===== config.mk =====
export PLATFORM = sky130hd
export DESIGN_NAME = commandParser
export DESIGN_NICKNAME = d
export VERILOG_FILES = /design/src/common/rasterPkg.sv /design/src/design/commandParser.sv
export SDC_FILE = /design/constraint.sdc
export NUM_CORES = 1
export LEC_CHECK = 0
export BUFFER_PORTS_ARGS = -buffer_cell sky130_fd_sc_hd__buf_2
export CORE_AREA = 2 2 115 117
export CTS_BUF_LIST = sky130_fd_sc_hd__clkbuf_8
export CTS_CLUSTER_DIAMETER = 120
export DETAILED_ROUTE_END_ITERATION = 8
export DIE_AREA = 0 0 117 119
export HOLD_SLACK_MARGIN = 0.1
export PLACE_DENSITY_LB_ADDON = 0.12
export SKIP_CTS_REPAIR_TIMING = 1
export SLEW_MARGIN = 20
export SYNTH_ARGS = -nofsm -noshare
export SYNTH_HDL_FRONTEND = slang
export SYNTH_SLANG_ARGS = --single-unit
export TNS_END_PERCENT = 30

===== constraint.sdc =====
create_clock -name aclk -period 3.6 [get_ports aclk]
set_clock_uncertainty 0.05 [all_clocks]
set_input_delay 0.72 -clock aclk [delete_from_list [all_inputs] [get_ports aclk]]
set_output_delay 0.72 -clock aclk [all_outputs]
set_load 0.05 [all_outputs]

===== src/common/rasterPkg.sv =====
// Command layout and shared types; coordinates are 8 bit, so a screen is at most 256x256
package rasterPkg;

    localparam int CmdWidth = 32;
    localparam int NumEdges = 3;

    typedef logic [15:0] color_t;
    typedef logic signed [15:0] edge_t;
    typedef logic [7:0] coord_t;

    typedef enum logic [3:0] {
        opNop, opSetReg, opRender, opClear, opCommit
    } cmdOpcode_t;

    typedef enum logic [3:0] {
        regBbStartX, regBbStartY, regBbEndX, regBbEndY,
        regW0, regW1, regW2,
        regW0IncX, regW1IncX, regW2IncX,
        regW0IncY, regW1IncY, regW2IncY,
        regTriangleColor, regClearColor
    } regIndex_t;

    ////////////////////////////////////////
    // One command word
    ////////////////////////////////////////
    typedef struct packed {
        cmdOpcode_t   opcode;   // 31:28
        regIndex_t    index;    // 27:24
        logic [7:0]   unused;
        logic [15:0]  value;    // 15:0
    } cmdWord_t;

    typedef enum logic [1:0] {psIdle, psLaunch, psWait} parserState_t;
    typedef enum logic [1:0] {bsIdle, bsClearing, bsStreaming} bufferState_t;

endpackage


===== src/design/commandParser.sv =====
// Command decoder and register bank; stalls the stream until a started action reports idle
`timescale 1ns/1ps

module commandParser (
    input  logic                               aclk,
    input  logic                               rst,
    input  logic                               cmdTvalid,
    output logic                               cmdTready,
    input  logic [rasterPkg::CmdWidth-1:0]     cmdTdata,
    input  logic                               renderBusy,
    input  logic                               bufferBusy,
    output logic                               startRender,
    output logic                               startClear,
    output logic                               startCommit,
    output rasterPkg::coord_t                  bbStartX,
    output rasterPkg::coord_t                  bbStartY,
    output rasterPkg::coord_t                  bbEndX,
    output rasterPkg::coord_t                  bbEndY,
    output rasterPkg::edge_t                   edgeInit [rasterPkg::NumEdges],
    output rasterPkg::edge_t                   edgeIncX [rasterPkg::NumEdges],
    output rasterPkg::edge_t                   edgeIncY [rasterPkg::NumEdges],
    output rasterPkg::color_t                  triangleColor,
    output rasterPkg::color_t                  clearColor
);

    rasterPkg::cmdWord_t      cmd;
    rasterPkg::parserState_t  state;
    rasterPkg::cmdOpcode_t    pendingOp;
    logic                     accept;
    logic                     isAction;
    logic                     actionBusy;

    assign cmd        = rasterPkg::cmdWord_t'(cmdTdata);
    assign cmdTready  = (state == rasterPkg::psIdle);
    assign accept     = cmdTvalid && cmdTready;
    assign isAction   = cmd.opcode inside {rasterPkg::opRender, rasterPkg::opClear,
                                           rasterPkg::opCommit};
    assign actionBusy = (pendingOp == rasterPkg::opRender) ? renderBusy : bufferBusy;

    // One start pulse per action, issued from the launch state
    assign startRender = (state == rasterPkg::psLaunch) && (pendingOp == rasterPkg::opRender);
    assign startClear  = (state == rasterPkg::psLaunch) && (pendingOp == rasterPkg::opClear);
    assign startCommit = (state == rasterPkg::psLaunch) && (pendingOp == rasterPkg::opCommit);

    always_ff @(posedge aclk) begin
        if (rst) begin
            state     <= rasterPkg::psIdle;
            pendingOp <= rasterPkg::opNop;
        end else begin
            case (state)
                rasterPkg::psIdle: begin
                    if (accept && isAction) begin
                        pendingOp <= cmd.opcode;
                        state     <= rasterPkg::psLaunch;
                    end
                end
                // Busy is only valid from the cycle after the pulse
                rasterPkg::psLaunch: state <= rasterPkg::psWait;
                rasterPkg::psWait: begin
                    if (!actionBusy) begin
                        state <= rasterPkg::psIdle;
                    end
                end
                default: state <= rasterPkg::psIdle;
            endcase
        end
    end

    ////////////////////////////////////////
    // Register bank
    ////////////////////////////////////////
    always_ff @(posedge aclk) begin
        if (accept && (cmd.opcode == rasterPkg::opSetReg)) begin
            case (cmd.index)
                rasterPkg::regBbStartX:      bbStartX <= cmd.value[7:0];
                rasterPkg::regBbStartY:      bbStartY <= cmd.value[7:0];
                rasterPkg::regBbEndX:        bbEndX <= cmd.value[7:0];
                rasterPkg::regBbEndY:        bbEndY <= cmd.value[7:0];
                rasterPkg::regW0:            edgeInit[0] <= cmd.value;
                rasterPkg::regW1:            edgeInit[1] <= cmd.value;
                rasterPkg::regW2:            edgeInit[2] <= cmd.value;
                rasterPkg::regW0IncX:        edgeIncX[0] <= cmd.value;
                rasterPkg::regW1IncX:        edgeIncX[1] <= cmd.value;
                rasterPkg::regW2IncX:        edgeIncX[2] <= cmd.value;
                rasterPkg::regW0IncY:        edgeIncY[0] <= cmd.value;
                rasterPkg::regW1IncY:        edgeIncY[1] <= cmd.value;
                rasterPkg::regW2IncY:        edgeIncY[2] <= cmd.value;
                rasterPkg::regTriangleColor: triangleColor <= cmd.value;
                rasterPkg::regClearColor:    clearColor <= cmd.value;
                default: ;
            endcase
        end
    end

endmodule


### Word-level counts from Yosys, hierarchy flattened

Index checks and enable logic that the tools add are counted.

* bits in registers: 214
* input port bits: 37

* reductions and logical operators: 26
* equality and inequality tests: 25
* muxes and demuxes: 4

Operators by type and width (number)
* 2-bit AND reduction: 17
* 4-bit == test (second input constant): 7
* 4-bit by 2-bit == test with 1-bit output (second input constant): 6
* 4-bit by 3-bit == test with 1-bit output (second input constant): 6
* 4-bit by 1-bit == test with 1-bit output (second input constant): 2
* 1-bit logical AND: 6
* 2-bit case mux with 3 select lines: 1
* 4-bit zero test: 1
* 2-bit two-way mux: 2
* 3-bit nonzero test: 1
* 2-bit by 1-bit == test with 1-bit output (second input constant): 1
* 2-bit == test (second input constant): 1
* 2-bit zero test: 1
* 2-bit by 1-bit != test with 1-bit output (second input constant): 1
* 2-bit != test (second input constant): 1
* 1-bit two-way mux: 1

### Depth between registers and ports, before layout

* depth in word-level cells: 5
* gate-level depth with buffers: 3
* gate-level depth less buffers: 3

### Worst setup path before layout

No wires, ideal clock.

* path type: reg2out
* start: register state[1]
* end: output port startRender
* required time: 2.830 ns
* data arrival time: 2.150 ns
* path buffers: 0
* slack: 0.680 ns
* stages on the path, launching flop included: 4
* cells stage by stage: dfxtp_1 nand2b_1 nor2_1 nor4bb_1

* cells in the longest elaborated chain, start to end: 2

Ends and longest elaborated chain
* start, declared: line commandParser.sv:27 `rasterPkg::parserState_t state;`
* start signal, assigned: line commandParser.sv:47 `state <= rasterPkg::psIdle;`
* start signal, assigned: line commandParser.sv:54 `state <= rasterPkg::psLaunch;`
* start signal, assigned: line commandParser.sv:58 `rasterPkg::psLaunch: state <= rasterPkg::psWait;`
* 2-bit by 1-bit == test with 1-bit output: line commandParser.sv:41 `assign startRender = (state == rasterPkg::psLaunch) && (pendingOp == rasterPkg::opRender);`
* 1-bit logical AND: line commandParser.sv:41
* end, declared: line commandParser.sv:12 `output logic startRender,`

No other way between the ends.

### Final worst setup path

Same ends and word-level chain as after synthesis.

==> flow_metrics.py <==
metrics = {
    "yosys": {
        "yosys-top-cells-area": "edfxtp_1, dfxtp_1, nor2_1",
        "synth_top_area_frac": 0.930,
        "yosysSeqAreaShare": 0.948,
        "syn-instance-count": 272,
        "yosys.area.top_type": "edfxtp_1",
        "yosysUniqueCellTypes": 26,
        "yosys_register_bits": 214,
        "netlist_area_mm2": 0.00672,
        "yosysWarnings": 0,
        "synth_area_per_cell_um2": 24.7,
        "synth_nets": 309,
    },
    "route": {
        "num_vias": 3718,
        "wl_met3_mm": 1.64,
        "drt_iter0_drc": 278,
        "ant_nets": 0,
        "vias_per_cell": 4.91,
        "dr.pass1.iters": 4,
        "wl_mm": 14.8,
        "wl_per_cell_um": 19.6,
        "highest-signal-layer": "met4",
        "drc": 0,
        "drt-met1-wl_mm": 5.82,
        "routed-wl-met2_mm": 7.09,
    },
    "finish": {
        "multi_input_area_um2": 367,
        "layout_commonest_cell": "buf_2",
        "layout_common_cells": "buf_2, edfxtp_1, clkbuf_8, buf_4, inv_1",
        "final_nets": 599,
        "antennaDiodeCount": 0,
        "layoutNonFillerInstCount": 758,
        "seq_area_mm2": 0.00637,
        "synthToLayoutAreaGrowth_pct": 31.7,
        "fillers": 840,
        "drive_gt1_frac": 0.526,
    },
    "timing": {
        "period_share": 0.693,
        "final_max_slew_viol_count": 0,
        "hold_viol_final": 0,
        "fin_crit_ps": 2500,
        "fmax_mhz": 401,
        "rsz0062_at_grt": "false",
        "hold_ws_ps": 412,
        "finalSetupViolCount": 0,
        "worst_slew_pin_slew_ps": 629,
        "fin_tns_setup_ps": 0,
        "setup_ws_ps": 1100,
        "max_slew_margin": 0.580,
    },
    "run": {
        "cap_violations": 0,
    },
    "floorplan": {
        "die_w_um": 117,
        "top_level_ports": 249,
        "num_rows": 42,
        "initial_utilization": 0.522,
        "die-area_mm2": 0.0139,
        "fp.dieH_um": 119,
        "core_area_mm2": 0.0129,
    },
    "grt": {
        "grt_pass1_wl_mm": 21.6,
        "gr-total-overflow": 0,
        "grt_max_degree": 17,
        "grt_pass1_vias": 3710,
        "grt_antenna_before_repair": 0,
        "track_usage": 0.212,
    },
    "worst_hold_path": {
        "hp-start": "rst",
        "hold_path.class": "in -> reg",
    },
    "power": {
        "ir_worst_vdd_uv": 311,
        "power.leakage_nw": 3.37,
        "p_per_area_mw_per_mm2": 503,
        "finalPower_mw": 4.45,
    },
    "clocking": {
        "root_buffer": "clkbuf_8",
        "numCtsBuffers": 30,
        "cts_tree": "done",
        "clock_sinks": 214,
        "clk_pin_slew_ps": 60,
        "ctsHtreeMaxLevel": 1,
        "cts.path.max_buffers": 3,
        "clk_latency_ps": 530,
    },
    "placed_design": {
        "placed_cells": 706,
        "io_buffers": 240,
        "dp_slack_ps": 647,
        "gp_congestion": 0.791,
        "place_hpwl_mm": 9.83,
    },
    "worst_setup_path": {
        "reg2reg_slack_ps": 1190,
        "critPathMaxFanout": 5,
        "endpoint": "startRender",
        "r2r_cells": 4,
        "end_kind": "output port",
        "cp_data_required_time_ps": 2830,
        "critPathLaunchType": "register",
        "crit_type": "reg -> out",
        "crit-reg2reg-capture": "edgeInit[31]",
        "startpoint": "state[1]",
        "r2r-start": "state[1]",
        "worstPathArrival_ps": 1730,
    },
    "outcome": {
        "status": "finished clean",
    },
}
==> worst min-delay path by stage <==
stage / to / slack [ps] / cells past startpoint
floorplan: pendingOp[3] / 390 / 2
global placement: pendingOp[3] / 420 / 2
detailed placement: pendingOp[3] / 420 / 2
CTS: pendingOp[0] / 380 / 2
global route: pendingOp[0] / 400 / 2
finish: pendingOp[0] / 410 / 2
==> synthesized netlist by cell type <==
cell type  count
or4b_4         1
o31ai_1        1
dfxtp_1        6
o21ai_0        4
nor4b_2        1
nand2_1        2
or3b_2         1
and4b_1        1
xnor2_1        1
or3_1          1
nor2b_1        3
a211oi_1       1
mux2i_1        1
nand2b_1       6
nand4_1        2
o22ai_1        1
nor3_1         4
edfxtp_1     208
a31oi_1        2
inv_1          3
nand4b_1       2
nor4b_1        1
nor2_1        14
nor4bb_1       2
a21oi_1        2
nor3b_1        1
==> routing by layer <==
metal | GRT usage | up-vias
met5 | 0 | -
met4 | 0.0625 | 0
met3 | 0.0763 | 23
met2 | 0.341 | 201
met1 | 0.275 | 1824
li1 | - | 1670
==> cell type report <==
class,instances,share of cell area
flip-flops and latches,214,0.720
clock inverters,20,0.0100
clock buffers,32,0.0498
inverters,3,0.00127
well taps,176,0.0249
multi-input cells,55,0.0415
repair buffers,258,0.153
==> critical path, cell delays in order, from the launching register on <==
cell	delay, ps
dfxtp_1	340
nand2b_1	170
nor2_1	130
nor4bb_1	260
buf_2	300
==> where the power goes <==
| group | leakage [nW] | internal [mW] | total [mW] | switching [mW] |
|---|---|---|---|---|
| Clock | 0.314 | 0.815 | 1.62 | 0.808 |
| Combinational | 1.14 | 0.0224 | 0.0849 | 0.0625 |
| Sequential | 1.92 | 2.73 | 2.74 | 0.00296 |
==> kinds of logic (layout without fill, tap and decap cells) <==
kind of cell           after synthesis  after routing  synth area share
AO/OA/AOI/OAI                       11             11           0.00950
flip-flops                         214            214             0.948
buffers and inverters                3            313           0.00168
AND/OR/NAND/NOR                     42             42            0.0382
multiplexers                         1              1           0.00149
XOR/XNOR                             1              1           0.00130
==> flip-flops by register name, indices dropped and copies added, names as in the netlist, 4 cells and up <==
name	flops
bbEndX	8
bbEndY	8
bbStartX	8
bbStartY	8
clearColor	16
edgeIncX	48
edgeIncY	48
edgeInit	48
pendingOp	4
triangleColor	16
==> per-stage QoR <==
step | area (µm²) | util
after CTS | 8840 | 0.687
after global placement | 8310 | 0.646
after floorplan | 6720 | -
after detailed placement | 8310 | 0.646
final | 8840 | 0.687
after global routing | 8840 | 0.687
(Power assumes the default switching activity.)
