[config.mk]
export PLATFORM = sky130hd
export DESIGN_NAME = scanWalker_flat
export DESIGN_NICKNAME = d
export VERILOG_FILES = /design/src/common/rasterPkg.sv /design/src/common/scanIf.sv /design/src/rasterizer/scanWalker.sv /design/src/flat_wrapper.sv
export SDC_FILE = /design/constraint.sdc
export NUM_CORES = 1
export LEC_CHECK = 0
export BUFFER_PORTS_ARGS = -buffer_cell sky130_fd_sc_hd__buf_2
export CELL_PAD_IN_SITES_DETAIL_PLACEMENT = 0
export CELL_PAD_IN_SITES_GLOBAL_PLACEMENT = 1
export CORE_ASPECT_RATIO = 0.9
export CORE_UTILIZATION = 30
export DETAILED_ROUTE_END_ITERATION = 8
export PLACE_DENSITY = 0.6
export SLEW_MARGIN = 0
export SYNTH_ARGS = -nofsm -noshare
export SYNTH_HDL_FRONTEND = slang
export SYNTH_SLANG_ARGS = --single-unit
export TNS_END_PERCENT = 50
[constraint.sdc]
create_clock -name aclk -period 9.3 [get_ports aclk]
set_input_delay 0.93 -clock aclk [delete_from_list [all_inputs] [get_ports aclk]]
set_output_delay 0.93 -clock aclk [all_outputs]
set_load 0.02 [all_outputs]
[src/common/rasterPkg.sv]
// Command layout and shared types; coordinates are 8 bit, so a screen is at most 256x256
package rasterPkg;

    localparam int CmdWidth = 32;
    localparam int NumEdges = 3;

    typedef logic [15:0] color_t;
    typedef logic signed [15:0] edge_t;
    typedef logic [7:0] coord_t;

    typedef enum logic [3:0] {
        opNop, opSetReg, opRender, opClear, opCommit
    } cmdOpcode_t;

    typedef enum logic [3:0] {
        regBbStartX, regBbStartY, regBbEndX, regBbEndY,
        regW0, regW1, regW2,
        regW0IncX, regW1IncX, regW2IncX,
        regW0IncY, regW1IncY, regW2IncY,
        regTriangleColor, regClearColor
    } regIndex_t;

    ////////////////////////////////////////
    // One command word
    ////////////////////////////////////////
    typedef struct packed {
        cmdOpcode_t   opcode;   // 31:28
        regIndex_t    index;    // 27:24
        logic [7:0]   unused;
        logic [15:0]  value;    // 15:0
    } cmdWord_t;

    typedef enum logic [1:0] {psIdle, psLaunch, psWait} parserState_t;
    typedef enum logic [1:0] {bsIdle, bsClearing, bsStreaming} bufferState_t;

endpackage

[src/common/scanIf.sv]
// Walker to evaluator and color buffer link; fragment fields lag load/step by one cycle
`timescale 1ns/1ps

interface scanIf #(
    parameter int IndexWidth = 8
);
    logic                    load;
    logic                    stepX;
    logic                    stepY;
    logic                    fragValid;
    logic [IndexWidth-1:0]   fragIndex;

    modport walker (output load, stepX, stepY, fragValid, fragIndex);

    // Edge evaluators only follow the walk commands
    modport edgeEval (input load, stepX, stepY);

    modport sink (input fragValid, fragIndex);
endinterface

[src/rasterizer/scanWalker.sv]
// Raster-order box walk, one pixel per cycle; box end is exclusive and clipped to XRes x YRes
`timescale 1ns/1ps

module scanWalker #(
    parameter int XRes = 16,
    parameter int YRes = 16
) (
    input  logic               aclk,
    input  logic               rst,
    input  logic               startRender,
    input  rasterPkg::coord_t  bbStartX,
    input  rasterPkg::coord_t  bbStartY,
    input  rasterPkg::coord_t  bbEndX,
    input  rasterPkg::coord_t  bbEndY,
    output logic               renderBusy,
    output logic               rasterizerRunning,
    scanIf.walker              scan
);

    localparam int IndexWidth = $clog2(XRes * YRes);
    localparam logic [8:0] XLimit = 9'(XRes);
    localparam logic [8:0] YLimit = 9'(YRes);

    typedef enum logic [1:0] {walkIdle, walkScan, walkDrain} walkState_t;

    walkState_t         state;
    rasterPkg::coord_t  cx;
    rasterPkg::coord_t  cy;
    logic               first;
    logic [8:0]         endX;
    logic [8:0]         endY;
    logic               emptyBox;
    logic               lastCol;
    logic               lastRow;

    // Clip the box end to the screen
    assign endX     = ({1'b0, bbEndX} > XLimit) ? XLimit : {1'b0, bbEndX};
    assign endY     = ({1'b0, bbEndY} > YLimit) ? YLimit : {1'b0, bbEndY};
    assign emptyBox = ({1'b0, bbStartX} >= endX) || ({1'b0, bbStartY} >= endY);
    assign lastCol  = ({1'b0, cx} == endX - 9'd1);
    assign lastRow  = ({1'b0, cy} == endY - 9'd1);

    // Walk commands for the pixel at (cx, cy)
    assign scan.load  = (state == walkScan) && first;
    assign scan.stepY = (state == walkScan) && !first && (cx == bbStartX);
    assign scan.stepX = (state == walkScan) && !first && (cx != bbStartX);

    assign renderBusy        = (state != walkIdle);
    assign rasterizerRunning = renderBusy;

    always_ff @(posedge aclk) begin
        if (rst) begin
            state          <= walkIdle;
            cx             <= '0;
            cy             <= '0;
            first          <= 1'b0;
            scan.fragValid <= 1'b0;
        end else begin
            scan.fragValid <= (state == walkScan);
            case (state)
                walkIdle: begin
                    if (startRender) begin
                        cx    <= bbStartX;
                        cy    <= bbStartY;
                        first <= 1'b1;
                        state <= emptyBox ? walkDrain : walkScan;
                    end
                end
                walkScan: begin
                    first <= 1'b0;
                    if (lastCol) begin
                        cx <= bbStartX;
                        if (lastRow) begin
                            state <= walkDrain;
                        end else begin
                            cy <= cy + 8'd1;
                        end
                    end else begin
                        cx <= cx + 8'd1;
                    end
                end
                // last fragment is written while we sit here
                walkDrain: state <= walkIdle;
                default: state <= walkIdle;
            endcase
        end
    end

    always_ff @(posedge aclk) begin
        scan.fragIndex <= IndexWidth'(cy * XRes + cx);
    end

endmodule

[src/flat_wrapper.sv]
// flat-port wrapper written by rule: the top's interface ports become plain ports
module scanWalker_flat 
#(
    parameter int XRes = 16,
    parameter int YRes = 16
)
  (aclk, rst, startRender, bbStartX, bbStartY, bbEndX, bbEndY, renderBusy, rasterizerRunning, scan_load, scan_stepX, scan_stepY, scan_fragValid, scan_fragIndex);
  scanIf scan_i ();
  input  logic aclk;
  input  logic rst;
  input  logic startRender;
  input  rasterPkg::coord_t bbStartX;
  input  rasterPkg::coord_t bbStartY;
  input  rasterPkg::coord_t bbEndX;
  input  rasterPkg::coord_t bbEndY;
  output logic renderBusy;
  output logic rasterizerRunning;
  output wire logic [$bits(scan_i.load)-1:0] scan_load;
  output wire logic [$bits(scan_i.stepX)-1:0] scan_stepX;
  output wire logic [$bits(scan_i.stepY)-1:0] scan_stepY;
  output wire logic [$bits(scan_i.fragValid)-1:0] scan_fragValid;
  output wire logic [$bits(scan_i.fragIndex)-1:0] scan_fragIndex;
  assign scan_load = scan_i.load;
  assign scan_stepX = scan_i.stepX;
  assign scan_stepY = scan_i.stepY;
  assign scan_fragValid = scan_i.fragValid;
  assign scan_fragIndex = scan_i.fragIndex;
  scanWalker #(.XRes(XRes), .YRes(YRes)) u_core (.aclk(aclk), .rst(rst), .startRender(startRender), .bbStartX(bbStartX), .bbStartY(bbStartY), .bbEndX(bbEndX), .bbEndY(bbEndY), .renderBusy(renderBusy), .rasterizerRunning(rasterizerRunning), .scan(scan_i));
endmodule
Word level (Yosys, flattened, before mapping)
Index checks and enable logic that the tools add are counted.
{"block": "word_totals", "register_bits": 28, "out_inout_bits": 14}
{"block": "classes", "n_addsub": 5, "magnitude_cmp": 4, "eq_ne": 9, "n_mux": 16, "reduce_logical": 12}
{"cell": "8-bit two-way mux", "count": 7}
{"cell": "8-bit one-hot mux with 2 select lines", "count": 2}
{"cell": "8-bit by 9-bit equality test with 1-bit output", "count": 2}
{"cell": "8-bit by 9-bit >= comparator with 1-bit output", "count": 2}
{"cell": "9-bit by 1-bit subtractor with 9-bit output (second input constant)", "count": 2}
{"cell": "8-bit by 1-bit adder with 8-bit output (second input constant)", "count": 2}
{"cell": "8-bit by 5-bit greater-than comparator with 1-bit output (second input constant)", "count": 2}
{"cell": "8-bit adder", "count": 1}
{"cell": "8-bit equality test", "count": 1}
{"cell": "2-bit two-way mux", "count": 4}
{"cell": "8-bit != test", "count": 1}
{"cell": "1-bit logical AND", "count": 4}
{"cell": "2-bit by 1-bit != test with 1-bit output (second input constant)", "count": 2}
{"cell": "2-bit != test (second input constant)", "count": 2}
{"cell": "2-bit one-hot mux with 2 select lines", "count": 1}
{"cell": "4-bit AND reduction", "count": 1}
{"cell": "2-bit nonzero test", "count": 2}
{"cell": "3-bit AND reduction", "count": 1}
{"cell": "2-bit by 1-bit equality test with 1-bit output (second input constant)", "count": 1}
{"cell": "2-bit logical NOT", "count": 1}
{"cell": "1-bit one-hot mux with 2 select lines", "count": 1}
{"cell": "2-bit AND reduction", "count": 1}
{"cell": "1-bit logical NOT", "count": 1}
{"cell": "1-bit logical OR", "count": 1}
{"cell": "1-bit two-way mux", "count": 1}

Logic depth before layout (Yosys ltp)
Gate-level depths: netlist of run 1.
{"block": "logic_depth", "word_depth": 7, "depth_mapped": 14, "depth_no_buf": 12}

Worst setup path before layout of run 1
Ideal clock, no wire load.
{"block": "synth_timing", "path_type": "input to register", "from": "input port bbEndX[6]", "to": "register u_core.cy[7]", "setup_ps": 74, "arrival_time_ps": 3678, "required_time_ps": 9226, "path_slack_ps": 5547, "path_stages": 12, "path_buffers": 2, "cell_sequence": "or4_4 -> inv_2 -> buf_6 -> nand2_1 -> ha_1 -> clkbuf_1 -> or4_1 -> nand3_1 -> nand4_2 -> or4_1 -> mux2_2 -> a31oi_1"}
{"block": "synth_between", "elab_chain_len": 6}
{"item": "from (decl)", "line": "flat_wrapper.sv:14", "text": "input rasterPkg::coord_t bbEndX;"}
{"item": "8-bit by 5-bit greater-than comparator with 1-bit output", "line": "scanWalker.sv:37", "text": "assign endX = ({1'b0, bbEndX} > XLimit) ? XLimit : {1'b0, bbEndX};"}
{"item": "8-bit two-way mux *", "line": "scanWalker.sv:37"}
{"item": "9-bit by 1-bit subtractor with 9-bit output *", "line": "scanWalker.sv:40", "text": "assign lastCol = ({1'b0, cx} == endX - 9'd1);"}
{"item": "8-bit by 9-bit equality test with 1-bit output *", "line": "scanWalker.sv:40"}
{"item": "2-bit by 1-bit != test with 1-bit output (no line) *"}
{"item": "4-bit AND reduction (no line) *"}
{"item": "to (signal assigned)", "line": "scanWalker.sv:64", "text": "cy <= bbStartY;"}
{"item": "to (signal assigned)", "line": "scanWalker.sv:76", "text": "cy <= cy + 8'd1;"}
{"item": "to (decl)", "line": "scanWalker.sv:28", "text": "rasterPkg::coord_t cy;"}
Mark *: on every way between the ends. The rest lies on a longest branch, timed or not.
A chain may end at the register's enable or synchronous reset.

Final worst setup path of run 1
{"block": "layout_timing", "from": "input port bbEndX[6]", "to": "register u_core.cx[1]"}
{"block": "layout_between", "elab_chain_len": 6}
{"item": "8-bit by 5-bit greater-than comparator with 1-bit output", "line": "scanWalker.sv:37"}
{"item": "8-bit two-way mux *", "line": "scanWalker.sv:37"}
{"item": "9-bit by 1-bit subtractor with 9-bit output *", "line": "scanWalker.sv:40"}
{"item": "8-bit by 9-bit equality test with 1-bit output *", "line": "scanWalker.sv:40"}
{"item": "8-bit two-way mux *", "line": "scanWalker.sv:71", "text": "if (lastCol) begin"}
{"item": "8-bit one-hot mux with 2 select lines *", "line": "scanWalker.sv:60", "text": "case (state)"}
{"item": "to (signal assigned)", "line": "scanWalker.sv:63", "text": "cx <= bbStartX;"}
{"item": "to (signal assigned)", "line": "scanWalker.sv:72", "text": "cx <= bbStartX;"}
{"item": "to (signal assigned)", "line": "scanWalker.sv:79", "text": "cx <= cx + 8'd1;"}
{"item": "to (decl)", "line": "scanWalker.sv:27", "text": "rasterPkg::coord_t cx;"}
Marked as above.

==> results of run 1 <==
cell families (layout without fill, tap and decap cells):
family                   Yosys count  count (layout)
AND/OR/NAND/NOR                  102             102
AO/OA/AOI/OAI                     70              70
buffers and inverters             35              73
flip-flops                        28              28
adder cells (fa/ha/maj)           24              24
XOR/XNOR                          16              16
multiplexers                      11              11
other                              1               6
metal layers:
layer  GRT usage  up-vias
met3      0.0239        2
li1            -     1137
met5           0        -
met1       0.244     1018
met4      0.0165        0
met2       0.234       34
where the power goes:
part | total (W) | internal, W | leakage [nW] | switching (W)
combinational | 0.000189 | 0.0000798 | 0.913 | 0.000109
sequential | 0.000179 | 0.000147 | 0.231 | 0.0000323
clock | 0.0000679 | 0.0000291 | 0.0216 | 0.0000387
synthesized netlist by cell type, types with 3 or more instances:
| cell type | number | share of area |
|---|---|---|
| dfxtp_1 | 28 | 0.24 |
| ha_1 | 23 | 0.12 |
| nand2_1 | 23 | 0.037 |
| nor2_1 | 19 | 0.030 |
| a21oi_1 | 17 | 0.036 |
| inv_1 | 16 | 0.026 |
| o21ai_0 | 14 | 0.030 |
| nand3_1 | 11 | 0.023 |
| xnor2_1 | 11 | 0.041 |
| clkbuf_1 | 9 | 0.014 |
| mux2i_1 | 9 | 0.038 |
| nor3_1 | 7 | 0.015 |
| o31ai_1 | 6 | 0.019 |
| nand4_1 | 5 | 0.013 |
| nor4_1 | 5 | 0.013 |
| xor2_1 | 5 | 0.019 |
| inv_2 | 4 | 0.0064 |
| nor2b_1 | 4 | 0.011 |
| or2_2 | 4 | 0.011 |
| a311oi_1 | 3 | 0.011 |
| a31oi_1 | 3 | 0.0080 |
| nor3b_1 | 3 | 0.0096 |
| o221a_1 | 3 | 0.014 |
| or4_1 | 3 | 0.0096 |
| or4_4 | 3 | 0.014 |
state kept, by name, summed over array words and instances, names as in the netlist:
| name | count |
|---|---|
| u_core.scan.fragIndex | 8 |
| u_core.cy | 8 |
| u_core.state | 2 |
| u_core.first | 1 |
| u_core.scan.fragValid | 1 |
| u_core.cx | 8 |
critical path: stages:
cell	delay, ns
buf_2	0.10
or4_4	0.57
inv_2	0.18
nand2_1	0.11
ha_1	0.31
and4b_1	0.22
a311oi_1	0.27
o2111ai_2	0.19
a31oi_1	0.84
mux2_2	0.42
mux2i_1	0.12
nor2_1	0.05
per-stage QoR:
stage	setup WS, ns	std cells	power (W)	cell area (µm²)
5_1_grt	4.94	426	0.000470	2700
4_1_cts	5.16	426	0.000440	2700
3_3_place_gp	4.94	423	0.000372	2660
2_1_floorplan	5.55	292	0.000314	2360
3_5_place_dp	4.84	423	0.000372	2660
6_report	5.15	426	0.000436	2700
path summary, 6_finish.rpt:
check | endpoint | depth (start not counted) | start
hold / removal | u_core.scan.fragIndex[1] | 0 | u_core.cx[1]
setup / recovery | u_core.cx[1] | 12 | bbEndX[6]
setup reg to reg | u_core.cx[1] | 7 | u_core.cx[2]
hold reg to reg | u_core.scan.fragIndex[1] | 0 | u_core.cx[1]
layout make-up:
class / count / area (µm²)
multi-input cells: 229 / 1650
fillers: 831 / 4840
clock buffers: 3 / 41.3
inverters: 20 / 75.1
well taps: 96 / 120
flip-flops and latches: 28 / 561
repair buffers: 50 / 255
==> metrics.txt, run 1 <==
Die H 85.9 µm; Slew @ Worst Pin 1.13 ns; Final Hold Viols 0; share of layout cells above drive strength 1 0.230; Final Slew Violations 0; clock tree buffer depth 2; final WL 6140 µm; Initial Utilization 0.311; power density over cell area 161 nW/µm²; met2 wire length 2570 µm; via count 2191; Cell Area, Synth 2350 µm²; Critical Path RT 9.46 ns; core footprint 7540 µm²; RSZ-0062 raised after global routing no; Post-Syn Instances 287; DRC Markers 0; hold_buf cts 0; largest net degree at the start of global routing 21; Worst-path clk slew 0.10 ns; Tcrit/Tclk final 0.446; H-tree depth 1; Max Cap Violations 0; Setup Fix Bufs, Post-CTS 0; Routed wire per std cell 14.4 µm; initial antenna violation count 0; TritonCTS buffer count 3; RePlAce Congestion 0.804; XOR/XNOR Fraction of Synth Area 0.0597; synth warn 0; Skew-Pair Late Insertion Delay 0.28 ns; hpwl dp 4920 µm; Crit path arrival time 4.31 ns; IO Port Bufs 48; gr ovfl total 0; first-pass GRT wire length 10100 µm; main combinational cell family by area after synthesis simple AND/OR/NAND/NOR gates; maximum vdd drop 68.1 µV; Seq/Total Area, Yosys 0.239; Post-synth ARST share 0; area growth from synthesis to layout 15.1%; Post-synth top flop dfxtp_1; IO Count 49; met1 WL 3380 µm; WL met3 164 µm; EDFF count, synth 0; CP startpoint kind primary input; LEAKAGE 1.17 nW; TritonCTS clock tree done; commonest non-fill, non-tap cell in the layout buf_2; # rows 30; CP max FO 13; CP endpoint kind register; Post-Synth Simple-Gate Area 0.239; Final Util 0.358; drt initial violations 167; Root Buffer Master clkbuf_8; Initial DRT Pass Iterations 4; Rel. slew slack 0.243; Sink Count 28; Post-Synth Adder-Cell Area 0.131; Worst Hold Class reg -> reg; Post-DRT Antenna Nets 0; hold slack 0.469 ns; Setup Skew 0.00595 ns; Seq cells post-synth 28; uppermost routed layer met4; Setup TNS Final 0 ns; Worst R2R Setup Slack 6.52 ns; post_cts resized 0; crit path kind in -> reg; most frequent cells in the layout 48 x buf_2, 28 x dfxtp_1, 23 x nand2_1, 23 x ha_1, 19 x nor2_1; Via-to-Cell Ratio 5.14; Final setup viols 0; Cell variety after synth 66; Fmax 241 MHz; status completed; Compound-Gate Fraction of Synth Area 0.215; mux cell area share after synthesis 0.0480; Die X 95.2 µm; Die Area 8180 µm²; nets 391; number of global-route vias before repair 1989; Final min period 4.15 ns; Mean Syn Cell Area 8.17 µm²; Total GRT Usage 0.158; ant diodes 0
Power figures use the tool's default switching activity.
==> run 2: changes to the inputs <==
==> constraint.sdc (replaced) <==
create_clock -name aclk -period 4.25 [get_ports aclk]
set_input_delay 0.425 -clock aclk [delete_from_list [all_inputs] [get_ports aclk]]
set_output_delay 0.425 -clock aclk [all_outputs]
set_load 0.02 [all_outputs]
==> run 2 against run 1 <==
Register-to-register slack worse by 4.9 ns. Sequential power is 120% higher. Count of clock-buffer cells in the layout is the same. Worst hold slack worse by 0.033 ns. Utilization rose by 0.10 points. Final area increased by 0.28%.
==> metrics.txt, run 2 (synthesized netlist as in run 1, its figures left out) <==
maximum vdd drop 143 µV; ant diodes 0; Layout fillers 790; register area 561 µm²; hold slack 0.435 ns; Slew @ Worst Pin 0.659 ns; Rel. slew slack 0.560; Tot Pwr 0.000960 W; Sink Count 28; crit path kind in -> reg; Final Hold Viols 0; final setup margin 0.869 ns; drt initial violations 116; hpwl dp 4930 µm; nets 392; Total GRT Usage 0.159; Setup TNS Final 0 ns; RSZ-0062 raised after global routing no; most frequent cells in the layout 48 x buf_2, 28 x dfxtp_1, 23 x nand2_1, 23 x ha_1, 19 x nor2_1; Initial DRT Pass Iterations 5; commonest non-fill, non-tap cell in the layout buf_2; Root Buffer Master clkbuf_8; # rows 30; Die Area 8180 µm²; LEAKAGE 1.17 nW; gr ovfl total 0; worst-path cell chain buf_2, or4_4, inv_2, nand2_1, ha_1, or4_1, a311oi_1, a31oi_1, buf_4, or2_2, o221a_1; Die H 85.9 µm; TritonCTS clock tree done; IO Count 49; Final setup viols 0; Initial Utilization 0.311; Critical Path RT 4.43 ns; initial antenna violation count 0; Skew-Pair Late Insertion Delay 0.28 ns; via count 2208; Post-DRT Antenna Nets 0; CP startpoint kind primary input; CP max FO 11; Fmax 296 MHz; post_cts resized 0; number of global-route vias before repair 1987; share of layout cells above drive strength 1 0.233; Max Cap Violations 0; Final Slew Violations 0; H-tree depth 1; RePlAce Congestion 0.847; Finished Layout Cells 427; Tcrit/Tclk final 0.795; status completed; Final min period 3.38 ns; clock tree buffer depth 2; Worst-path clk slew 0.10 ns; area growth from synthesis to layout 15.5%; core footprint 7540 µm²; largest net degree at the start of global routing 21; TritonCTS buffer count 3; Worst Hold Class in -> reg; CP max stage cell or4_4; CP endpoint kind register; DRC Markers 0; IO Port Bufs 48; Routed wire per std cell 14.5 µm; Worst R2R Setup Slack 1.63 ns; placed insts 424; first-pass GRT wire length 10200 µm; Setup Fix Bufs, Post-CTS 0; power density over cell area 354 nW/µm²; hold_buf cts 0; Multi-input gate area 1650 µm²; CP max stage delay 0.57 ns; top flop regs u_core.cx (8), u_core.cy (8), u_core.scan.fragIndex (8); Setup Skew 0.00741 ns; crit-path leading delay family simple AND/OR/NAND/NOR gates; DP Worst Slack 0.568 ns; Via-to-Cell Ratio 5.17; Die X 95.2 µm; Crit path arrival time 3.56 ns; final WL 6200 µm; Worst Path Buf+Inv 3
run 2: path summary, 6_finish.rpt:
kind	startpoint	endpoint	cells after the start
max reg2reg	u_core.cx[0]	u_core.cx[3]	7
min	bbStartY[7]	u_core.cy[7]	3
min reg2reg	u_core.cx[1]	u_core.scan.fragIndex[1]	0
max	bbEndX[6]	u_core.cx[3]	11
run 2: final cells by class:
| cell class | count | share of cell area |
|---|---|---|
| Sequential cell | 28 | 0.207 |
| Inverter | 20 | 0.0277 |
| Multi-Input combinational cell | 229 | 0.609 |
| Clock buffer | 3 | 0.0152 |
| Tap cell | 96 | 0.0443 |
| Timing Repair Buffer | 51 | 0.0970 |
run 2: stage by stage:
| step | utilization | instance area [µm²] |
|---|---|---|
| after floorplan | - | 2360 |
| after global placement | 0.354 | 2670 |
| after detailed placement | 0.354 | 2670 |
| after CTS | 0.359 | 2710 |
| after global routing | 0.359 | 2710 |
| final | 0.359 | 2710 |
run 2: where the power goes:
| part | internal [W] | total, W | switching, W |
|---|---|---|---|
| logic | 0.000177 | 0.000420 | 0.000243 |
| registers | 0.000321 | 0.000392 | 0.0000711 |
| clock network | 0.0000638 | 0.000149 | 0.0000848 |
run 2: worst register-to-register path: stages (launching register included):
cell and delay (ns):
dfxtp_1 0.53, inv_1 0.10, or4_1 0.55, a311oi_1 0.30, a31oi_1 0.26, buf_4 0.24
or2_2 0.30, o221a_1 0.24
run 2: layer usage:
layer  share of wire  global-route usage  up-vias  wire length [µm]
li1                -                   -     1138                 -
met1            0.53               0.245     1021              3290
met2            0.43               0.232       47              2650
met3           0.039              0.0275        2               240
met4          0.0044              0.0207        0                27
met5               0                   0        -                 0
