**config.mk**
```make
export PLATFORM = sky130hd
export DESIGN_NAME = edgeEvaluator_flat
export DESIGN_NICKNAME = d
export VERILOG_FILES = /design/src/common/rasterPkg.sv /design/src/common/scanIf.sv /design/src/rasterizer/edgeEvaluator.sv /design/src/flat_wrapper.sv
export SDC_FILE = /design/constraint.sdc
export NUM_CORES = 1
export LEC_CHECK = 0
export BUFFER_PORTS_ARGS = -buffer_cell sky130_fd_sc_hd__clkbuf_2
export CAP_MARGIN = 40
export CELL_PAD_IN_SITES_DETAIL_PLACEMENT = 1
export CELL_PAD_IN_SITES_GLOBAL_PLACEMENT = 1
export CORE_AREA = 4 4 97 99
export CTS_CLUSTER_SIZE = 25
export DETAILED_ROUTE_END_ITERATION = 8
export DIE_AREA = 0 0 101 103
export GPL_ROUTABILITY_DRIVEN = 0
export PLACE_DENSITY_LB_ADDON = 0.1
export SYNTH_ARGS = -nofsm -noshare
export SYNTH_HDL_FRONTEND = slang
export SYNTH_SLANG_ARGS = --single-unit
```
**constraint.sdc**
```tcl
create_clock -name aclk -period 2.1 [get_ports aclk]
set_input_delay 0.21 -clock aclk [delete_from_list [all_inputs] [get_ports aclk]]
set_output_delay 0.21 -clock aclk [all_outputs]
set_load 0.005 [all_outputs]
```
**src/common/rasterPkg.sv**
```systemverilog
// Command layout and shared types; coordinates are 8 bit, so a screen is at most 256x256
package rasterPkg;

    localparam int CmdWidth = 32;
    localparam int NumEdges = 3;

    typedef logic [15:0] color_t;
    typedef logic signed [15:0] edge_t;
    typedef logic [7:0] coord_t;

    typedef enum logic [3:0] {
        opNop, opSetReg, opRender, opClear, opCommit
    } cmdOpcode_t;

    typedef enum logic [3:0] {
        regBbStartX, regBbStartY, regBbEndX, regBbEndY,
        regW0, regW1, regW2,
        regW0IncX, regW1IncX, regW2IncX,
        regW0IncY, regW1IncY, regW2IncY,
        regTriangleColor, regClearColor
    } regIndex_t;

    ////////////////////////////////////////
    // One command word
    ////////////////////////////////////////
    typedef struct packed {
        cmdOpcode_t   opcode;   // 31:28
        regIndex_t    index;    // 27:24
        logic [7:0]   unused;
        logic [15:0]  value;    // 15:0
    } cmdWord_t;

    typedef enum logic [1:0] {psIdle, psLaunch, psWait} parserState_t;
    typedef enum logic [1:0] {bsIdle, bsClearing, bsStreaming} bufferState_t;

endpackage

```
**src/common/scanIf.sv**
```systemverilog
// Walker to evaluator and color buffer link; fragment fields lag load/step by one cycle
`timescale 1ns/1ps

interface scanIf #(
    parameter int IndexWidth = 8
);
    logic                    load;
    logic                    stepX;
    logic                    stepY;
    logic                    fragValid;
    logic [IndexWidth-1:0]   fragIndex;

    modport walker (output load, stepX, stepY, fragValid, fragIndex);

    // Edge evaluators only follow the walk commands
    modport edgeEval (input load, stepX, stepY);

    modport sink (input fragValid, fragIndex);
endinterface

```
**src/rasterizer/edgeEvaluator.sv**
```systemverilog
// Incremental edge function; sums wrap at 16 bit, so callers keep values in range
`timescale 1ns/1ps

module edgeEvaluator (
    input  logic              aclk,
    input  logic              rst,
    scanIf.edgeEval           scan,
    input  rasterPkg::edge_t  init,
    input  rasterPkg::edge_t  incX,
    input  rasterPkg::edge_t  incY,
    output logic              isInside
);

    rasterPkg::edge_t rowStart;
    rasterPkg::edge_t current;
    rasterPkg::edge_t nextRow;

    assign nextRow = rowStart + incY;

    always_ff @(posedge aclk) begin
        if (rst) begin
            rowStart <= '0;
            current  <= '0;
        end else if (scan.load) begin
            rowStart <= init;
            current  <= init;
        end else if (scan.stepY) begin
            rowStart <= nextRow;
            current  <= nextRow;
        end else if (scan.stepX) begin
            current <= current + incX;
        end
    end

    // Non-negative means inside the half plane
    assign isInside = !current[15];

endmodule

```
**src/flat_wrapper.sv**
```systemverilog
// flat-port wrapper written by rule: the top's interface ports become plain ports
module edgeEvaluator_flat 
  (aclk, rst, init, incX, incY, isInside, scan_load, scan_stepX, scan_stepY);
  scanIf scan_i ();
  input  logic aclk;
  input  logic rst;
  input  rasterPkg::edge_t init;
  input  rasterPkg::edge_t incX;
  input  rasterPkg::edge_t incY;
  output logic isInside;
  input wire logic [$bits(scan_i.load)-1:0] scan_load;
  input wire logic [$bits(scan_i.stepX)-1:0] scan_stepX;
  input wire logic [$bits(scan_i.stepY)-1:0] scan_stepY;
  assign scan_i.load = scan_load;
  assign scan_i.stepX = scan_stepX;
  assign scan_i.stepY = scan_stepY;
  edgeEvaluator u_core (.aclk(aclk), .rst(rst), .scan(scan_i), .init(init), .incX(incX), .incY(incY), .isInside(isInside));
endmodule
```
Word level (Yosys, flattened, before mapping)
Cells that the tools add are included.

Bits in registers: 32. Output and inout port bits: 1.

$add $sub $neg: 2. Multiplexer cells: 5. Reductions and logical operators: 3.

Operators with widths (count): $mux 16 (5); $add 16x16->16 (2); $reduce_bool 3->1 (1); $reduce_bool 2->1 (1); $logic_not 1->1 (1).

Longest topological paths before layout
Gate-level depths: netlist of run 1.

Word-level depth: 4. Mapped depth: 8. Mapped depth without buffers: 8.

Least setup slack after synthesis of run 1
OpenSTA, ideal clock, no wires.

Path type: reg2reg. Start point: reg u_core.rowStart[0]. End point: reg u_core.current[14]. Setup time: 0.132 ns. Arrival time: 2.113 ns. Data required time: 1.968 ns. Setup slack: -0.145 ns. Cell stages (with the launch flop): 9. Path buffers: 0. Cells stage by stage: dfxtp_1 -> ha_1 -> fa_1 -> a211oi_1 -> o21ai_0 -> a21oi_1 -> a2111oi_0 -> nor3b_1 -> a211oi_1.

Longest elaborated chain between the ends: 3.

Ends and longest elaborated chain: from (decl) (RTL line edgeEvaluator.sv:14) `rasterPkg::edge_t rowStart;`; from (signal assigned) (RTL line edgeEvaluator.sv:25) `rowStart <= init;`; from (signal assigned) (RTL line edgeEvaluator.sv:28) `rowStart <= nextRow;`; $add 16x16->16 (RTL line edgeEvaluator.sv:18) `assign nextRow = rowStart + incY;`; $mux 16 (RTL line edgeEvaluator.sv:27) `end else if (scan.stepY) begin`; $mux 16 (RTL line edgeEvaluator.sv:24) `end else if (scan.load) begin`; to (signal assigned) (RTL line edgeEvaluator.sv:26) `current <= init;`; to (signal assigned) (RTL line edgeEvaluator.sv:29) `current <= nextRow;`; to (signal assigned) (RTL line edgeEvaluator.sv:31) `current <= current + incX;`; to (decl) (RTL line edgeEvaluator.sv:15) `rasterPkg::edge_t current;`.

No other way between the ends. A chain may end at the register's enable or synchronous reset.

Final worst setup path of run 1
Ends and elaborated chain as after synthesis.

==> out/metrics.yaml, run 1 <==
yosys.area.top_type: "dfxtp_1"
antenna_found_initial: 0
nets: 568
hold_violations: 0
slew_headroom_pct: 59.6
peakVddDrop_mv: 0.266
cts_inserted_buffers: 5
fp.dieH_um: 103
netlist_top_cells_area: "dfxtp_1 22%, ha_1 13%, a21oi_1 6.6%"
crit_arrival_ns: 2.42
setup_tns_ns: -0.502
synthArstFlopShare_pct: 0
multiInputGateArea_mm2: 0.00255
finalCritPeriodShare_pct: 105
numClockSinks: 32
ys.flop_type: "dfxtp_1"
fp.dieW_um: 101
cp-end-kind: "flip-flop"
cts_max_level: 2
area_delta_synth_final_pct: 44.7
drt-initial-drc-count: 90
register_area_um2: 652
vias: 3296
synth_cells: 370
grt_pass1_vias: 3464
synth_seq_cells: 32
drc: 0
synth_nets: 455
fill_cells: 1053
swShare_pct: 37.3
clk_pin_slew_ns: 0.08
synth_top_area_share_pct: 21.7
critical_path_required_ns: 2.31
max_slew.worst_pin.slew_ns: 0.602
seq_area_frac_synth_pct: 21.7
vias_per_cell: 5.57
seq_power_share_pct: 29.7
track_usage_pct: 19.6
num_antenna_cells: 0
crit_buf_inv: 1
fmax_mhz: 452
status: "complete, but fails checks"
ys_warn_count: 0
grt_pass1_wl_um: 16400
rsz0062_at_grt: "yes"
synth.cells.most_frequent: "39 x a21oi_1, 39 x nand2_1, 32 x dfxtp_1, 32 x nor2_1, 30 x ha_1"
intPower_w: 0.00151
clk_path_buf_depth: 2
cts_tree: "yes"
crit_fanout: 3
gr-total-overflow: 0
crit_slowest_cell: "fa_2"
cp-start-kind: "flip-flop"
postLayoutCoreUtil_pct: 50.0
p_leak_nw: 1.84
period_minus_slack_ns: 2.21
combPwrFrac_pct: 49.5
clock_skew_ns: 0.00850
post-dp-hpwl_um: 7810
violations: "negative setup slack"
drive_gt1_share_pct: 41.7
clockRootBuffer: "clkbuf_8"
syn_area_mm2: 0.00296
clk_latency_ns: 0.28
p_switching_w: 0.000900
start_util_pct: 34.6
power.density_mw_per_mm2: 564
setup_viol: 7
crit_type: "reg2reg"
path_delay_family: "compound AO/OA/AOI/OAI gates"
ant_nets: 0
slowest_delay_ns: 0.36
syn_avg_cell_area_um2: 7.99
power_w: 0.00241
grt_max_degree: 34
core_mm2: 0.00855
synthDistinctLibCells: 62
num_rows: 34
pwr-share-clk_pct: 20.8
path_cells: "ha_4, fa_2, a211oi_4, o21ai_2, a21oi_2, buf_4, nand4_1, nor3b_4, a211oi_1"
avgRoutedWirePerCell_um: 17.5
drt-total-wl_um: 10400
synth_enable_flop_cells: 0
drt-pass1-iter-count: 4
die_area_mm2: 0.0104
slew_violations: 0
finalWorstSetupSlack_ns: -0.111
place_ws_ns: -0.287
cap_violations: 0
hold_class: "in2reg"
port_buffers: 53
design.portCount: 54
[sequential cells by signal (all words and copies together), names as in the netlist]
register         count
u_core.current      16
u_core.rowStart     16
[timing repair]
item,in CTS,in global routing
pin swaps,28,30
setup endpoints to repair,20,21
resized for setup,39,36
setup buffers,5,6
hold buffers,0,0
[per-stage QoR]
step / hold slack, ns / area, um^2 / cells
after floorplan: 0.367 / 2980 / 370
after global placement: 0.447 / 3680 / 573
after detailed placement: 0.453 / 3680 / 573
after CTS: 0.194 / 4000 / 586
after global routing: 0.210 / 4280 / 592
final: 0.198 / 4280 / 592
[routing by layer]
layer	global-route usage, %	wire length, um
met3	3.18	320
met4	4.29	150
met1	24.1	4510
met5	0	0
met2	36.1	5410
[cell usage in the layout (no fill, tap or decap), types with 3 or more instances in the layout]
cell | synthesis | routed
a211oi_1 | 21 | 14
a211oi_2 | 1 | 6
a21o_1 | 8 | 8
a21oi_1 | 39 | 32
a21oi_2 | 0 | 6
a22oi_1 | 5 | 5
and3_1 | 3 | 3
buf_4 | 0 | 67
clkbuf_2 | 1 | 53
clkbuf_8 | 4 | 6
dfxtp_1 | 32 | 23
dfxtp_2 | 0 | 9
ha_1 | 30 | 17
ha_4 | 0 | 12
inv_1 | 9 | 9
mux2i_1 | 3 | 3
nand2_1 | 39 | 38
nand3_1 | 8 | 8
nand4_1 | 5 | 5
nor2_1 | 32 | 30
nor2b_1 | 3 | 3
nor3_1 | 11 | 9
o211ai_1 | 4 | 4
o21ai_0 | 29 | 26
o21ai_2 | 0 | 3
o21bai_1 | 6 | 5
or3_1 | 3 | 3
xnor2_1 | 14 | 11
xor2_1 | 3 | 3
[logic make-up (layout without fill, tap and decap cells)]
kind of cell / after synthesis / after routing / synth area share [%]
buffers and inverters: 26 / 140 / 6.48
adder cells (fa/ha/maj): 32 / 32 / 14.1
XOR/XNOR: 17 / 17 / 5.04
flip-flops: 32 / 32 / 21.7
AND/OR/NAND/NOR: 113 / 113 / 17.7
multiplexers: 4 / 4 / 1.40
AO/OA/AOI/OAI: 146 / 146 / 33.6
[final cells by class]
class / count / share of cell area, %
clock buffers: 6 / 1.93
flip-flops and latches: 32 / 15.2
inverters: 9 / 0.790
well taps: 108 / 3.16
clock inverters: 2 / 0.234
repair buffers: 123 / 19.0
multi-input cells: 312 / 59.7
[worst register-to-register path: stages (launching register included)]
cell      delay (ns)
dfxtp_2         0.34
ha_4            0.16
fa_2            0.36
a211oi_4        0.30
o21ai_2         0.14
a21oi_2         0.22
buf_4           0.14
nand4_1         0.10
nor3b_4         0.18
a211oi_1        0.19
[path summary, 6_finish.rpt]
check	start	endpoint	slack (ns)	depth (start not counted)
worst max-delay path	u_core.rowStart[0]$_SDFFE_PP0P_	u_core.current[14]$_SDFFE_PP0P_	-0.11	9
worst min-delay path	init[9]	u_core.current[9]$_SDFFE_PP0P_	0.20	3
worst max register to register	u_core.rowStart[0]$_SDFFE_PP0P_	u_core.current[14]$_SDFFE_PP0P_	-0.11	9
worst min register to register	u_core.rowStart[11]$_SDFFE_PP0P_	u_core.rowStart[11]$_SDFFE_PP0P_	0.46	2
[power groups by stage]
stage	Clock, W	Sequential (W)	Combinational (W)
after detailed placement	0	0.000720	0.000973
after global placement	0	0.000718	0.000957
after floorplan	0	0.000702	0.000624
final	0.000502	0.000717	0.00119
after global routing	0.000552	0.000724	0.00132
after CTS	0.000514	0.000713	0.00106
No activity file was read; power rests on OpenSTA's default activity.
==> run 2: changes to the inputs <==
ABC_AREA = 1   (was not set)
CORE_AREA = 4 4 103 105   (was 4 4 97 99)
CTS_CLUSTER_DIAMETER = 100   (was not set)
DIE_AREA = 0 0 107 109   (was 0 0 101 103)
MAX_ROUTING_LAYER = met4   (was not set)
==> out/metrics.yaml, run 2 <==
hold_violations: 0
track_usage_pct: 18.7
seq_area_frac_synth_pct: 19.4
post_cts_buffers: 0
cap_violations: 0
cp-start-kind: "flip-flop"
rsz0062_at_grt: "no"
syn_area_mm2: 0.00330
status: "completed"
clk_pin_slew_ns: 0.07
num_rows: 36
design.portCount: 54
synthArstFlopShare_pct: 0
vias_per_cell: 4.69
cts_max_level: 2
synthDistinctLibCells: 38
avgRoutedWirePerCell_um: 13.3
power.density_mw_per_mm2: 546
port_buffers: 53
synth_nets: 648
area_delta_synth_final_pct: 14.7
setup_viol: 0
crit_fanout: 3
clk_path_buf_depth: 2
vias: 3513
mostFrequentLayoutCells: "194 x nand2_1, 93 x inv_1, 53 x clkbuf_2"
netlist_top_cells_area: "nand2_1 22%, dfxtp_1 19%, ha_1 11%"
drt-pass1-iter-count: 4
grt_max_degree: 29
synth.cells.most_frequent: "194 x nand2_1, 93 x inv_1, 47 x nand3_1"
synth_seq_cells: 32
grt_pass1_wl_um: 17100
critical_path_required_ns: 2.33
max_slew.worst_pin.slew_ns: 0.592
synth_cells: 563
cts_tree: "yes"
hold_class: "in2reg"
synth_top_area_share_pct: 22.1
period_minus_slack_ns: 1.85
setup_tns_ns: 0
drt-initial-drc-count: 114
start_util_pct: 34.2
numClockSinks: 32
cts_inserted_buffers: 5
ant_nets: 0
slew_headroom_pct: 60.5
ys_warn_count: 0
finalCritPeriodShare_pct: 88.2
crit_type: "reg2reg"
peakVddDrop_mv: 0.184
drc: 0
top_regs: "u_core.current: 16 flops, u_core.rowStart: 16 flops"
fp.dieH_um: 109
clock_skew_ns: 0.00504
die_area_mm2: 0.0117
num_antenna_cells: 0
finalWorstSetupSlack_ns: 0.248
fmax_mhz: 540
fp.dieW_um: 107
core_mm2: 0.00964
drive_gt1_share_pct: 14.9
synth_enable_flop_cells: 0
cts-resized-gates: 0
fill_cells: 1383
slew_violations: 0
drt-total-wl_um: 10000
ys.flop_type: "dfxtp_1"
postLayoutCoreUtil_pct: 39.3
clk_latency_ns: 0.29
clockRootBuffer: "clkbuf_8"
final_common_cell: "nand2_1"
place_ws_ns: 0.225
gr-total-overflow: 0
power_w: 0.00207
nets: 701
post-dp-hpwl_um: 8510
synth_most_common_cell: "nand2_1"
grt_pass1_vias: 3680
cp-end-kind: "flip-flop"
p_leak_nw: 2.26
ctsHoldBuffers: 0
antenna_found_initial: 0
yosys.area.top_type: "nand2_1"
syn_avg_cell_area_um2: 5.86
crit_arrival_ns: 2.08
## run 2: changes by cell type after synthesis, moves of 7 or more
| cell | delta |
|---|---|
| nand2_1 | +155 |
| clkbuf_1 | -7 |
| inv_1 | +84 |
| a21o_1 | -8 |
| xnor2_1 | -12 |
| a211oi_1 | -21 |
| o21ai_0 | -20 |
| inv_2 | +11 |
| o21ai_1 | +8 |
| nand3_1 | +39 |
## run 2: cells by family (layout without fill, tap and decap cells)
logic type               Yosys count  after routing  synth area share (%)
XOR/XNOR                           2              2                 0.531
adder cells (fa/ha/maj)           32             32                  12.6
buffers and inverters            116            169                  14.1
flip-flops                        32             32                  19.4
AO/OA/AOI/OAI                     70             70                  11.7
AND/OR/NAND/NOR                  311            311                  41.7
## run 2: layout make-up
type	count	area (um^2)	area share, %
timing repair buffer	56	288	7.60
clock buffer	7	96.3	2.54
sequential	32	641	16.9
multi-input combinational	415	2200	58.0
tap	133	166	4.39
inverter	106	400	10.6
## run 2: worst max-delay path: stages, from the launching register on
cell	delay (ns)
dfxtp_1	0.31
ha_1	0.23
fa_1	0.39
nand2_1	0.10
nand2_1	0.07
and2_1	0.16
nand3_1	0.09
nand3_1	0.08
nand2_1	0.06
nand3_1	0.10
nand3_1	0.11
nand2_1	0.05
inv_1	0.04
## run 2: power by group
part / switching, W / total [W] / internal (W) / leakage (nW)
clock: 0.000226 / 0.000517 / 0.000292 / 0.0503
combinational: 0.000519 / 0.000837 / 0.000318 / 1.94
sequential: 0.0000477 / 0.000712 / 0.000665 / 0.266
total: 0.000793 / 0.00207 / 0.00127 / 2.26
## run 2: path summary, 6_finish.rpt
path | from | end | slack, ns | cells after the start
worst min register to register | u_core.rowStart[4]$_SDFFE_PP0P_ | u_core.rowStart[4]$_SDFFE_PP0P_ | 0.50 | 2
worst max register to register | u_core.current[0]$_SDFFE_PP0P_ | u_core.current[12]$_SDFFE_PP0P_ | 0.25 | 12
worst max-delay path | u_core.current[0]$_SDFFE_PP0P_ | u_core.current[12]$_SDFFE_PP0P_ | 0.25 | 12
worst min-delay path | init[1] | u_core.current[1]$_SDFFE_PP0P_ | 0.21 | 3
## run 2: stage by stage
stage | hold slack [ns] | area [um^2] | std cells
2_1_floorplan | 0.279 | 3300 | 563
3_3_place_gp | 0.494 | 3690 | 742
3_5_place_dp | 0.500 | 3690 | 742
4_1_cts | 0.205 | 3790 | 749
5_1_grt | 0.226 | 3790 | 749
6_report | 0.211 | 3790 | 749
## run 2: layer usage
layer	global-route usage, %	share of wire [%]	vias to the layer above
met1	23.9	50	1588
met4	4.11	0.85	0
li1	-	-	1891
met2	32.6	47	27
met3	1.42	1.3	7
met5	-	0	-
==> run 3: changes to the inputs <==
ABC_AREA = not set   (was 1)
CORE_AREA = 4 4 97 99   (was 4 4 103 105)
DIE_AREA = 0 0 101 103   (was 0 0 107 109)
==> out/metrics.yaml, run 3 (same netlist as run 1, synthesis figures left out) <==
status: "complete, but fails checks"
violations: "negative setup slack"
design.portCount: 54
crit_arrival_ns: 2.41
port_buffers: 53
fp.dieH_um: 103
fp.dieW_um: 101
grt_pass1_wl_um: 16400
die_area_mm2: 0.0104
rrSetupSlack_ns: -0.11
max_slew.worst_pin.slew_ns: 0.604
hold_ws_ns: 0.201
drt-initial-drc-count: 89
clk_pin_slew_ns: 0.08
grt_max_degree: 34
power.density_mw_per_mm2: 564
drt-total-wl_um: 10400
vias_per_cell: 5.57
ctsHoldBuffers: 0
final_cells: 592
grt_pass1_vias: 3460
postLayoutCoreUtil_pct: 50.0
cts_inserted_buffers: 5
cp-end-kind: "flip-flop"
drive_gt1_share_pct: 41.7
fmax_mhz: 452
clk_path_buf_depth: 2
p_leak_nw: 1.84
track_usage_pct: 20.2
hold_violations: 0
vias: 3296
area_delta_synth_final_pct: 44.7
path_cells: "ha_4, fa_2, a211oi_4, o21ai_2, a21oi_2, buf_4, nand4_1, nor3b_4, a211oi_1"
cts_max_level: 2
gr-total-overflow: 0
period_minus_slack_ns: 2.21
num_antenna_cells: 0
cap_violations: 0
drt-pass1-iter-count: 4
peakVddDrop_mv: 0.266
setup_viol: 7
dp_cells: 573
clock_skew_ns: 0.00859
place_ws_ns: -0.287
nets: 568
top_regs: "u_core.current: 16 flops, u_core.rowStart: 16 flops"
slew_violations: 0
core_mm2: 0.00855
ant_nets: 0
hold_class: "in2reg"
mostFrequentLayoutCells: "67 x buf_4, 53 x clkbuf_2, 38 x nand2_1"
start_util_pct: 34.6
crit_fanout: 3
finalWorstSetupSlack_ns: -0.110
numClockSinks: 32
fill_cells: 1053
num_rows: 34
final_common_cell: "buf_4"
crit_type: "reg2reg"
antenna_found_initial: 0
critical_path_required_ns: 2.30
rsz0062_at_grt: "yes"
clk_latency_ns: 0.28
final_cell_area_mm2: 0.00428
place_area_mm2: 0.00368
slew_headroom_pct: 59.5
finalCritPeriodShare_pct: 105
cp-start-kind: "flip-flop"
crit_slowest_cell: "fa_2"
clockRootBuffer: "clkbuf_8"
cts_tree: "yes"
slowest_delay_ns: 0.36
crit_buf_inv: 1
path_delay_family: "compound AO/OA/AOI/OAI gates"
drc: 0
avgRoutedWirePerCell_um: 17.6
post-dp-hpwl_um: 7810
## run 3: cell types whose count changed in the layout (fill, tap and decap cells not counted), moves of 9 or more
cell	before	now
inv_2	11	0
ha_1	30	17
dfxtp_2	0	9
xnor2_1	2	11
nand2_1	194	38
dfxtp_1	32	23
inv_1	93	9
ha_4	0	12
a211oi_1	0	14
buf_4	3	67
o21ai_1	10	1
o21ai_0	9	26
nand3_1	47	8
## run 3: per-layer routing
| metal | track usage (%) | vias to the layer above | share of wire, % |
|---|---|---|---|
| li1 | - | 1626 | - |
| met1 | 24.5 | 1603 | 44 |
| met2 | 36.0 | 52 | 52 |
| met3 | 2.44 | 15 | 2.8 |
| met4 | 4.29 | 0 | 1.5 |
| met5 | - | - | 0 |
## run 3: power breakdown
group	internal, W	total, W	switching (W)
Clock	0.000262	0.000500	0.000239
Combinational	0.000584	0.00119	0.000609
Sequential	0.000668	0.000718	0.0000503
## run 3: tightest hold or removal path: stages
cell      delay, ns
clkbuf_2       0.10
nor2_1         0.08
a211oi_1       0.05
## run 3: timing repair
item	in CTS	in global routing
cloned	0	0
hold endpoints to repair	0	0
buffers inserted	5	6
pin swaps	28	30
resized for setup	39	36
setup endpoints to repair	20	21
## run 3: through the flow
stage | total power, W | TNS (ns)
after global placement | 0.00168 | -1.80
after floorplan | 0.00133 | 0
after detailed placement | 0.00169 | -2.50
final | 0.00241 | -0.490
after CTS | 0.00229 | -0.332
after global routing | 0.00259 | -1.50
## run 3: layout make-up
class                      count  area [um^2]  share of cell area, %
timing repair buffer         123          811                   19.0
clock inverter                 2         10.0                  0.234
sequential                    32          652                   15.2
tap                          108          135                   3.16
multi-input combinational    312         2550                   59.7
clock buffer                   6         82.6                   1.93
inverter                       9         33.8                  0.790
## run 3: final timing paths
kind | from | end | cells past startpoint
worst max register to register | u_core.rowStart[0]$_SDFFE_PP0P_ | u_core.current[14]$_SDFFE_PP0P_ | 9
worst min-delay path | init[9] | u_core.current[9]$_SDFFE_PP0P_ | 3
worst max-delay path | u_core.rowStart[0]$_SDFFE_PP0P_ | u_core.current[14]$_SDFFE_PP0P_ | 9
worst min register to register | u_core.rowStart[11]$_SDFFE_PP0P_ | u_core.rowStart[11]$_SDFFE_PP0P_ | 2
